[src/rtl/batchRecon_cfg.svh]
`ifndef BATCH_RECON_CFG_SVH
`define BATCH_RECON_CFG_SVH

// Batch geometry
`define BR_BATCH 16
// Must divide BR_BATCH
`define BR_DSR 4

// Datapath widths
`define BR_COEF_W 16
`define BR_ACC_W 24
`define BR_OUT_W 12

// Right shift from the combined sum to the output field
`define BR_SHIFT 6

// Coefficient values after reset
// Pole is unsigned Q0.15, gain is signed
`define BR_POLE_RST 16'h7C00
`define BR_GAIN_RST 16'h0100

`endif

[src/rtl/batchReconPkg.sv]
`include "batchRecon_cfg.svh"

package batchReconPkg;

    typedef logic [$clog2(`BR_BATCH)-1:0] sampleIdxT;
    typedef logic [1:0] bankT;
    // Bank number on top, sample index below
    typedef logic [$clog2(`BR_BATCH)+1:0] bufAddrT;
    typedef logic [`BR_COEF_W-1:0] coefT;
    typedef logic signed [`BR_ACC_W-1:0] accT;
    typedef logic [$clog2(`BR_BATCH/`BR_DSR)-1:0] resIdxT;
    typedef logic [`BR_OUT_W-1:0] outT;

    // One recursion step, pole*prev >>> 15 plus gain*x with x = +1 or -1
    function automatic accT recStep(accT prev, coefT pole, coefT gain, logic x);
        logic signed [`BR_ACC_W+`BR_COEF_W:0] prod;
        accT gainExt;
        prod = prev * $signed({1'b0, pole});
        prod = prod >>> (`BR_COEF_W - 1);
        gainExt = accT'($signed(gain));
        return accT'(prod) + (x ? gainExt : -gainExt);
    endfunction

endpackage

[src/rtl/sampleBufIf.sv]
`timescale 1ns/1ps

interface sampleBufIf;

    // Write side, one sample per cycle
    logic wrEn;
    batchReconPkg::bufAddrT wrAddr;
    logic wrData;

    // Lookahead, forward and backward read addresses
    batchReconPkg::bufAddrT rdAddrLh;
    batchReconPkg::bufAddrT rdAddrFwd;
    batchReconPkg::bufAddrT rdAddrBwd;

    // Registered read data
    logic rdDataLh;
    logic rdDataFwd;
    logic rdDataBwd;

    modport sequencer (
        output wrEn, wrAddr, wrData,
        output rdAddrLh, rdAddrFwd, rdAddrBwd
    );

    modport buffer (
        input  wrEn, wrAddr, wrData,
        input  rdAddrLh, rdAddrFwd, rdAddrBwd,
        output rdDataLh, rdDataFwd, rdDataBwd
    );

    modport consumer (
        input rdDataLh, rdDataFwd, rdDataBwd
    );

endinterface

[src/rtl/batchRecon.sv]
`timescale 1ns/1ps

module batchRecon (
    input  logic                clkRecurse,
    input  logic                rst,
    input  logic                in,
    input  logic                cfgWrite,
    input  logic                cfgAddr,
    input  batchReconPkg::coefT cfgData,
    output batchReconPkg::outT  out,
    output logic                outValid
);

    batchReconPkg::coefT pole;
    batchReconPkg::coefT gain;
    batchReconPkg::accT fwdState;
    batchReconPkg::accT bwdState;
    batchReconPkg::resIdxT resIdx;
    batchReconPkg::bankT bankPhase;
    logic batchStart;
    logic lhEn;
    logic calcEn;
    logic decim;
    logic started;

    sampleBufIf sampleBus ();

    coefRegs u_coefRegs (
        .clkRecurse (clkRecurse),
        .rst        (rst),
        .cfgWrite   (cfgWrite),
        .cfgAddr    (cfgAddr),
        .cfgData    (cfgData),
        .batchStart (batchStart),
        .pole       (pole),
        .gain       (gain)
    );

    batchSequencer u_batchSequencer (
        .clkRecurse (clkRecurse),
        .rst        (rst),
        .in         (in),
        .bufIf      (sampleBus),
        .batchStart (batchStart),
        .lhEn       (lhEn),
        .calcEn     (calcEn),
        .decim      (decim),
        .resIdx     (resIdx),
        .bankPhase  (bankPhase),
        .started    (started)
    );

    sampleBuffer u_sampleBuffer (
        .clkRecurse (clkRecurse),
        .bufIf      (sampleBus)
    );

    lookaheadRecursion u_lookaheadRecursion (
        .clkRecurse (clkRecurse),
        .rst        (rst),
        .data       (sampleBus),
        .pole       (pole),
        .gain       (gain),
        .lhEn       (lhEn),
        .calcEn     (calcEn),
        .batchStart (batchStart),
        .bwdState   (bwdState)
    );

    lookbackRecursion u_lookbackRecursion (
        .clkRecurse (clkRecurse),
        .rst        (rst),
        .data       (sampleBus),
        .pole       (pole),
        .gain       (gain),
        .calcEn     (calcEn),
        .fwdState   (fwdState)
    );

    resultCombiner u_resultCombiner (
        .clkRecurse (clkRecurse),
        .rst        (rst),
        .fwdState   (fwdState),
        .bwdState   (bwdState),
        .decim      (decim),
        .resIdx     (resIdx),
        .bankPhase  (bankPhase),
        .started    (started),
        .out        (out),
        .outValid   (outValid)
    );

endmodule

[src/rtl/batchSequencer.sv]
`timescale 1ns/1ps
`include "batchRecon_cfg.svh"

module batchSequencer (
    input  logic                   clkRecurse,
    input  logic                   rst,
    input  logic                   in,
    sampleBufIf.sequencer          bufIf,
    output logic                   batchStart,
    output logic                   lhEn,
    output logic                   calcEn,
    output logic                   decim,
    output batchReconPkg::resIdxT  resIdx,
    output batchReconPkg::bankT    bankPhase,
    output logic                   started
);

    localparam int LAST = `BR_BATCH - 1;

    batchReconPkg::sampleIdxT idx;
    batchReconPkg::sampleIdxT idxRev;
    batchReconPkg::bankT bank;
    batchReconPkg::bankT bankLh;
    batchReconPkg::bankT bankCalc;
    logic [1:0] fillCnt;
    logic full;
    logic periodEnd;
    logic decimD1;
    batchReconPkg::resIdxT resIdxD1;
    batchReconPkg::bankT bankD1;

    assign periodEnd = (idx == batchReconPkg::sampleIdxT'(LAST));
    assign idxRev = batchReconPkg::sampleIdxT'(LAST) - idx;

    // Lookahead reads p-1, calculation reads p-3
    assign bankLh = bank - 2'd1;
    assign bankCalc = bank + 2'd1;

    assign bufIf.wrEn = 1'b1;
    assign bufIf.wrData = in;
    assign bufIf.wrAddr = {bank, idx};
    assign bufIf.rdAddrLh = {bankLh, idxRev};
    assign bufIf.rdAddrFwd = {bankCalc, idx};
    assign bufIf.rdAddrBwd = {bankCalc, idxRev};

    // Sample index, bank rotation and fill tracking
    always_ff @(posedge clkRecurse or negedge rst) begin
        if (!rst) begin
            idx <= '0;
            bank <= '0;
            fillCnt <= '0;
            full <= 1'b0;
        end else begin
            if (periodEnd) begin
                idx <= '0;
                bank <= bank + 2'd1;
                if (!full) begin
                    if (fillCnt == 2'd2) begin
                        full <= 1'b1;
                    end else begin
                        fillCnt <= fillCnt + 2'd1;
                    end
                end
            end else begin
                idx <= idx + 1'b1;
            end
        end
    end

    // Stage 1 lines up with read data, stage 2 with the recursion state
    always_ff @(posedge clkRecurse or negedge rst) begin
        if (!rst) begin
            batchStart <= 1'b0;
            lhEn <= 1'b0;
            calcEn <= 1'b0;
            started <= 1'b0;
            decimD1 <= 1'b0;
            decim <= 1'b0;
            resIdxD1 <= '0;
            resIdx <= '0;
            bankD1 <= '0;
            bankPhase <= '0;
        end else begin
            batchStart <= (idx == '0);
            lhEn <= 1'b1;
            calcEn <= full;
            started <= calcEn;
            decimD1 <= ((idx % `BR_DSR) == `BR_DSR - 1);
            decim <= decimD1;
            resIdxD1 <= batchReconPkg::resIdxT'(idx / `BR_DSR);
            resIdx <= resIdxD1;
            bankD1 <= bank;
            bankPhase <= bankD1;
        end
    end

endmodule

[src/rtl/coefRegs.sv]
`timescale 1ns/1ps
`include "batchRecon_cfg.svh"

module coefRegs (
    input  logic                clkRecurse,
    input  logic                rst,
    input  logic                cfgWrite,
    input  logic                cfgAddr,
    input  batchReconPkg::coefT cfgData,
    input  logic                batchStart,
    output batchReconPkg::coefT pole,
    output batchReconPkg::coefT gain
);

    batchReconPkg::coefT poleShadow;
    batchReconPkg::coefT gainShadow;

    // Shadow copies, written at any time
    always_ff @(posedge clkRecurse or negedge rst) begin
        if (!rst) begin
            poleShadow <= `BR_POLE_RST;
            gainShadow <= `BR_GAIN_RST;
        end else if (cfgWrite) begin
            if (cfgAddr) begin
                gainShadow <= cfgData;
            end else begin
                poleShadow <= cfgData;
            end
        end
    end

    // Active set only moves at a batch boundary
    always_ff @(posedge clkRecurse or negedge rst) begin
        if (!rst) begin
            pole <= `BR_POLE_RST;
            gain <= `BR_GAIN_RST;
        end else if (batchStart) begin
            pole <= poleShadow;
            gain <= gainShadow;
        end
    end

endmodule

[src/rtl/lookaheadRecursion.sv]
`timescale 1ns/1ps
`include "batchRecon_cfg.svh"

module lookaheadRecursion (
    input  logic                clkRecurse,
    input  logic                rst,
    sampleBufIf.consumer        data,
    input  batchReconPkg::coefT pole,
    input  batchReconPkg::coefT gain,
    input  logic                lhEn,
    input  logic                calcEn,
    input  logic                batchStart,
    output batchReconPkg::accT  bwdState
);

    // Shifts backward points onto the forward decimation slots
    localparam int BWD_DLY = `BR_DSR - 1;

    batchReconPkg::accT lhState;
    batchReconPkg::accT bwdMain;
    batchReconPkg::accT lhPrev;
    batchReconPkg::accT bwdPrev;
    batchReconPkg::accT bwdPipe [BWD_DLY];

    // Warm-up restarts from zero, main pass picks up the warm-up result
    assign lhPrev = batchStart ? '0 : lhState;
    assign bwdPrev = batchStart ? lhState : bwdMain;

    always_ff @(posedge clkRecurse or negedge rst) begin
        if (!rst) begin
            lhState <= '0;
            bwdMain <= '0;
        end else begin
            if (lhEn) begin
                lhState <= batchReconPkg::recStep(lhPrev, pole, gain, data.rdDataLh);
            end
            if (calcEn) begin
                bwdMain <= batchReconPkg::recStep(bwdPrev, pole, gain, data.rdDataBwd);
            end
        end
    end

    // Alignment delay toward the combiner
    always_ff @(posedge clkRecurse) begin
        bwdPipe[0] <= bwdMain;
        for (int i = 1; i < BWD_DLY; i++) begin
            bwdPipe[i] <= bwdPipe[i-1];
        end
    end

    assign bwdState = bwdPipe[BWD_DLY-1];

endmodule

[src/rtl/lookbackRecursion.sv]
`timescale 1ns/1ps

module lookbackRecursion (
    input  logic                clkRecurse,
    input  logic                rst,
    sampleBufIf.consumer        data,
    input  batchReconPkg::coefT pole,
    input  batchReconPkg::coefT gain,
    input  logic                calcEn,
    output batchReconPkg::accT  fwdState
);

    batchReconPkg::accT fwdNext;

    // Next state from the forward-ordered sample
    assign fwdNext = batchReconPkg::recStep(fwdState, pole, gain, data.rdDataFwd);

    // State runs on across batches and never restarts
    always_ff @(posedge clkRecurse or negedge rst) begin
        if (!rst) begin
            fwdState <= '0;
        end else if (calcEn) begin
            fwdState <= fwdNext;
        end
    end

endmodule

[src/rtl/resultCombiner.sv]
`timescale 1ns/1ps
`include "batchRecon_cfg.svh"

module resultCombiner (
    input  logic                  clkRecurse,
    input  logic                  rst,
    input  batchReconPkg::accT    fwdState,
    input  batchReconPkg::accT    bwdState,
    input  logic                  decim,
    input  batchReconPkg::resIdxT resIdx,
    input  batchReconPkg::bankT   bankPhase,
    input  logic                  started,
    output batchReconPkg::outT    out,
    output logic                  outValid
);

    localparam int NRES = `BR_BATCH / `BR_DSR;
    localparam int TOP = `BR_SHIFT + `BR_OUT_W - 1;

    // Ping-pong halves selected by the delayed bank phase
    batchReconPkg::accT fwdMem [2][NRES];
    batchReconPkg::accT bwdMem [2][NRES];

    logic wrHalf;
    logic rdHalf;
    logic wrEn;
    logic rdEn;
    logic filled;
    logic rdValid;
    batchReconPkg::resIdxT bwdIdx;
    batchReconPkg::accT fwdRd;
    batchReconPkg::accT bwdRd;
    logic signed [`BR_ACC_W:0] sum;

    assign wrHalf = bankPhase[0];
    assign rdHalf = ~bankPhase[0];
    assign wrEn = decim & started;
    assign rdEn = decim & filled;

    // Backward results arrive last sample first
    assign bwdIdx = batchReconPkg::resIdxT'(NRES - 1) - resIdx;

    always_ff @(posedge clkRecurse) begin
        if (wrEn) begin
            fwdMem[wrHalf][resIdx] <= fwdState;
            bwdMem[wrHalf][bwdIdx] <= bwdState;
        end
        fwdRd <= fwdMem[rdHalf][resIdx];
        bwdRd <= bwdMem[rdHalf][resIdx];
    end

    assign sum = fwdRd + bwdRd;

    // Readout starts once one whole batch sits in the other half
    always_ff @(posedge clkRecurse or negedge rst) begin
        if (!rst) begin
            filled <= 1'b0;
            rdValid <= 1'b0;
            outValid <= 1'b0;
            out <= '0;
        end else begin
            if (wrEn && resIdx == batchReconPkg::resIdxT'(NRES - 1)) begin
                filled <= 1'b1;
            end
            rdValid <= rdEn;
            outValid <= rdValid;
            if (rdValid) begin
                // Offset binary
                out <= {~sum[TOP], sum[TOP-1:`BR_SHIFT]};
            end
        end
    end

endmodule

[src/rtl/sampleBuffer.sv]
`timescale 1ns/1ps
`include "batchRecon_cfg.svh"

module sampleBuffer (
    input logic        clkRecurse,
    sampleBufIf.buffer bufIf
);

    localparam int DEPTH = 4 * `BR_BATCH;

    // Four banks of one-bit samples
    logic mem [DEPTH];

    always_ff @(posedge clkRecurse) begin
        if (bufIf.wrEn) begin
            mem[bufIf.wrAddr] <= bufIf.wrData;
        end
    end

    // Registered reads, data one cycle after address
    always_ff @(posedge clkRecurse) begin
        bufIf.rdDataLh <= mem[bufIf.rdAddrLh];
        bufIf.rdDataFwd <= mem[bufIf.rdAddrFwd];
        bufIf.rdDataBwd <= mem[bufIf.rdAddrBwd];
    end

endmodule

[config.mk]
export PLATFORM = sky130hd
export DESIGN_NAME = batchRecon
export DESIGN_NICKNAME = d
export VERILOG_FILES = /design/src/rtl/batchReconPkg.sv /design/src/rtl/sampleBufIf.sv /design/src/rtl/batchRecon.sv /design/src/rtl/batchSequencer.sv /design/src/rtl/coefRegs.sv /design/src/rtl/lookaheadRecursion.sv /design/src/rtl/lookbackRecursion.sv /design/src/rtl/resultCombiner.sv /design/src/rtl/sampleBuffer.sv
export VERILOG_INCLUDE_DIRS = /design/src /design/src/rtl
export SDC_FILE = /design/constraint.sdc
export NUM_CORES = 2
export LEC_CHECK = 0
export ABC_AREA = 1
export BUFFER_PORTS_ARGS = -buffer_cell sky130_fd_sc_hd__buf_2
export CAP_MARGIN = 10
export CORE_ASPECT_RATIO = 0.7
export CORE_UTILIZATION = 40
export CTS_BUF_LIST = sky130_fd_sc_hd__clkbuf_8
export CTS_CLUSTER_SIZE = 14
export DETAILED_ROUTE_END_ITERATION = 6
export MAX_ROUTING_LAYER = met4
export PLACE_DENSITY = 0.54
export REMOVE_ABC_BUFFERS = 1
export SLEW_MARGIN = 40
export SYNTH_ARGS = -nofsm -noshare
export SYNTH_HDL_FRONTEND = slang
export SYNTH_SLANG_ARGS = --single-unit
[constraint.sdc]
create_clock -name clkRecurse -period 11.89 [get_ports clkRecurse]
set_input_delay 2.378 -clock clkRecurse [delete_from_list [all_inputs] [get_ports clkRecurse]]
set_output_delay 2.378 -clock clkRecurse [all_outputs]
set_load 0.01 [all_outputs]
==> impl_metrics.yaml <==
worst_setup_path:
  max_stage_delay_ps: 750
  path_common_cell: "nand2_1"
  critPathRequiredTime_ps: 12550
  critPathKind: "flop to flop"
  reg2reg_slack_ps: 2020
  cp_max_fo: 31
  r2r_start: "u_batchSequencer.batchStart"
  slowest_stage: "xor2_1"
  reg2regPathDepth: 34
  end_kind: "flop"
  worstPathArrival_ps: 10530
  r2r-end: "u_lookaheadRecursion.lhState[12]"
  crit_path_start_kind: "flop"
clocking:
  cts_tree: "yes"
  post_cts_resized: 0
  cts_made_buffers: 98
  clkTransAtPathRegs_ps: 80
  root_buffer: "clkbuf_8"
  htree_num_levels: 3
  cts_hold_buf: 0
  cts_setup_buffers: 0
  clock_latency_ps: 860
  clock_path_buffers: 3
  cts_sinks: 617
die:
  io_pins: 34
  die_w_um: 499
  core_sq_um: 171000
  start_util: 0.404
  fp.dieH_um: 350
  num_rows: 127
  die-area_sq_um: 175000
logic_synthesis:
  synth_edf_count: 352
  async_flop_share: 0.279
  synth_common_cells: "inv_1, nand2_1, fa_1, nor2_1, ha_1"
  synth.distinct_cells: 60
  synth.avg_cell_area_sq_um: 8.43
  ys_top_cells_by_area: "fa_1, edfxtp_1, inv_1, nand2_1, ha_1"
  synth_top_area_share: 0.316
  syn-cell-area_sq_um: 69200
  ys.warnings.count: 0
  synth_top_area_cell: "fa_1"
  yosys_register_bits: 617
  yosysSeqAreaShare: 0.242
  netlist_instances: 8208
  ys.flop_type: "edfxtp_1"
  synthMostInstantiatedCell: "inv_1"
detailed_routing:
  vias: 54200
  drt-pass1-iter-count: 6
  ant_nets: 0
  wirelength_mm: 231
  drt_iter0_drc: 5148
  vias_per_cell: 5.15
  drc: 0
  wl_per_cell_um: 22.0
hold_path:
  worstHoldEndpoint: "u_lookaheadRecursion.bwdPipe[0][32]"
  holdCritPathClass: "flop to flop"
  min_from: "u_lookaheadRecursion.bwdPipe[0][8]"
  min_path_cells: 0
global_route:
  gr-usage-all-layers: 0.279
  antenna_found_initial: 7
  grt_start_max_net_pins: 89
  grt_pass1_wl_mm: 351
  grt_overflow: 0
  first_global_vias: 54100
timing:
  final_max_slew_viol_count: 0
  rsz0062_at_grt: "false"
  fin_skew_ps: 69.4
  fin_crit_sh: 0.830
  fmax_mhz: 101
  setup_tns_ps: 0
  worst_pin_slew_ps: 928
  relSlewSlack: 0.379
  finalSetupViolations: 0
  min_period_ps: 9870
  hold_violations: 0
run:
  drv_cap: 0
cells_and_area:
  final_layout_size_suffix_gt1_frac: 0.0551
  area_delta_synth_final_pct: 7.61
  final_nets: 9680
placed_design:
  numPortBuffers: 33
  routabilityCongestion: 0.984
  hpwl_mm: 179
status:
  status: "complete, no violations"
kinds of logic (layout without fill, tap and decap cells):
kind of cell | Yosys count | after routing | share of synthesized area
buf+inv | 2148 | 2215 | 0.118
xor+xnor | 123 | 123 | 0.0156
fa+ha+maj | 1467 | 1467 | 0.384
simple gates | 3035 | 3035 | 0.173
other cells | 1 | 7 | 0.0000542
compound gates | 817 | 817 | 0.0677
flops | 617 | 617 | 0.242
through the flow:
step	cells	setup WS, ps	hold slack (ps)	util	cell area (sq um)
3_5_place_dp	10300	2410	312	0.421	72200
3_3_place_gp	10300	1940	311	0.421	72200
4_1_cts	10500	2390	292	0.434	74400
6_report	10500	2020	279	0.434	74500
5_1_grt	10500	1630	311	0.434	74500
2_1_floorplan	7911	2880	310	-	68000
worst max path at each step:
stage                                start                          endpoint  slack, ps  cells after the start
6_report       u_batchSequencer.batchStart  u_lookaheadRecursion.lhState[12]       2020                     34
4_1_cts                 u_coefRegs.pole[2]  u_lookaheadRecursion.lhState[21]       2390                     31
2_1_floorplan  u_batchSequencer.batchStart  u_lookaheadRecursion.bwdMain[21]       2880                     36
5_1_grt                 u_coefRegs.pole[2]  u_lookaheadRecursion.lhState[22]       1630                     31
3_5_place_dp            u_coefRegs.pole[2]  u_lookaheadRecursion.lhState[21]       2410                     31
3_3_place_gp            u_coefRegs.pole[7]  u_lookaheadRecursion.lhState[12]       1940                     32
flip-flops by register name, indices dropped and copies added, names as in the netlist, 16 cells and up:
register,cells
u_lookaheadRecursion.bwdMain,24
u_lookaheadRecursion.lhState,24
u_sampleBuffer.mem,64
u_resultCombiner.bwdMem,144
u_resultCombiner.fwdRd,18
u_lookbackRecursion.fwdState,24
u_coefRegs.gain,16
u_resultCombiner.fwdMem,144
u_coefRegs.pole,16
u_coefRegs.gainShadow,16
u_resultCombiner.bwdRd,18
u_coefRegs.poleShadow,16
u_lookaheadRecursion.bwdPipe,54
layout by cell type (no fill, tap or decap), drive strengths merged, types with 43 or more instances in the layout:
master / instances
dfxtp: 93
buf: 181
inv: 1852
a21oi: 230
o21ai: 386
nand3: 185
clkinv: 54
fa: 1092
xnor2: 48
nor2: 927
xor2: 75
nand2: 1798
ha: 375
clkbuf: 118
nor3: 43
dfrtp: 160
edfxtp: 352
critical path, delay by kind of cell (launching register included):
family | cells | cell delay [ps]
AND/OR/NAND/NOR | 11 | 1380
buffers and inverters | 8 | 1330
adder cells (fa/ha/maj) | 8 | 3850
flip-flops | 1 | 700
AO/OA/AOI/OAI | 5 | 1080
XOR/XNOR | 2 | 1260
layout make-up:
| cell class | instances | area [sq um] |
|---|---|---|
| fill | 17100 | 97000 |
| multi-input combinational | 5443 | 44400 |
| sequential | 617 | 16800 |
| inverter | 1851 | 6950 |
| tap | 2257 | 2820 |
| clock buffer | 118 | 1620 |
| timing repair buffer | 181 | 1340 |
| clock inverter | 65 | 551 |
| antenna | 6 | 15.0 |
layer usage:
layer,wire (um),track usage,vias up,share of wire
met4,4710,0.0537,0,0.020
met5,0,-,-,0
met2,88300,0.359,2080,0.38
met3,22800,0.0701,232,0.099
li1,-,-,24800,-
met1,116000,0.432,27200,0.50
Power is not shown: default switching activity piles up to over one toggle a cycle in this logic, so the estimate is an artifact.
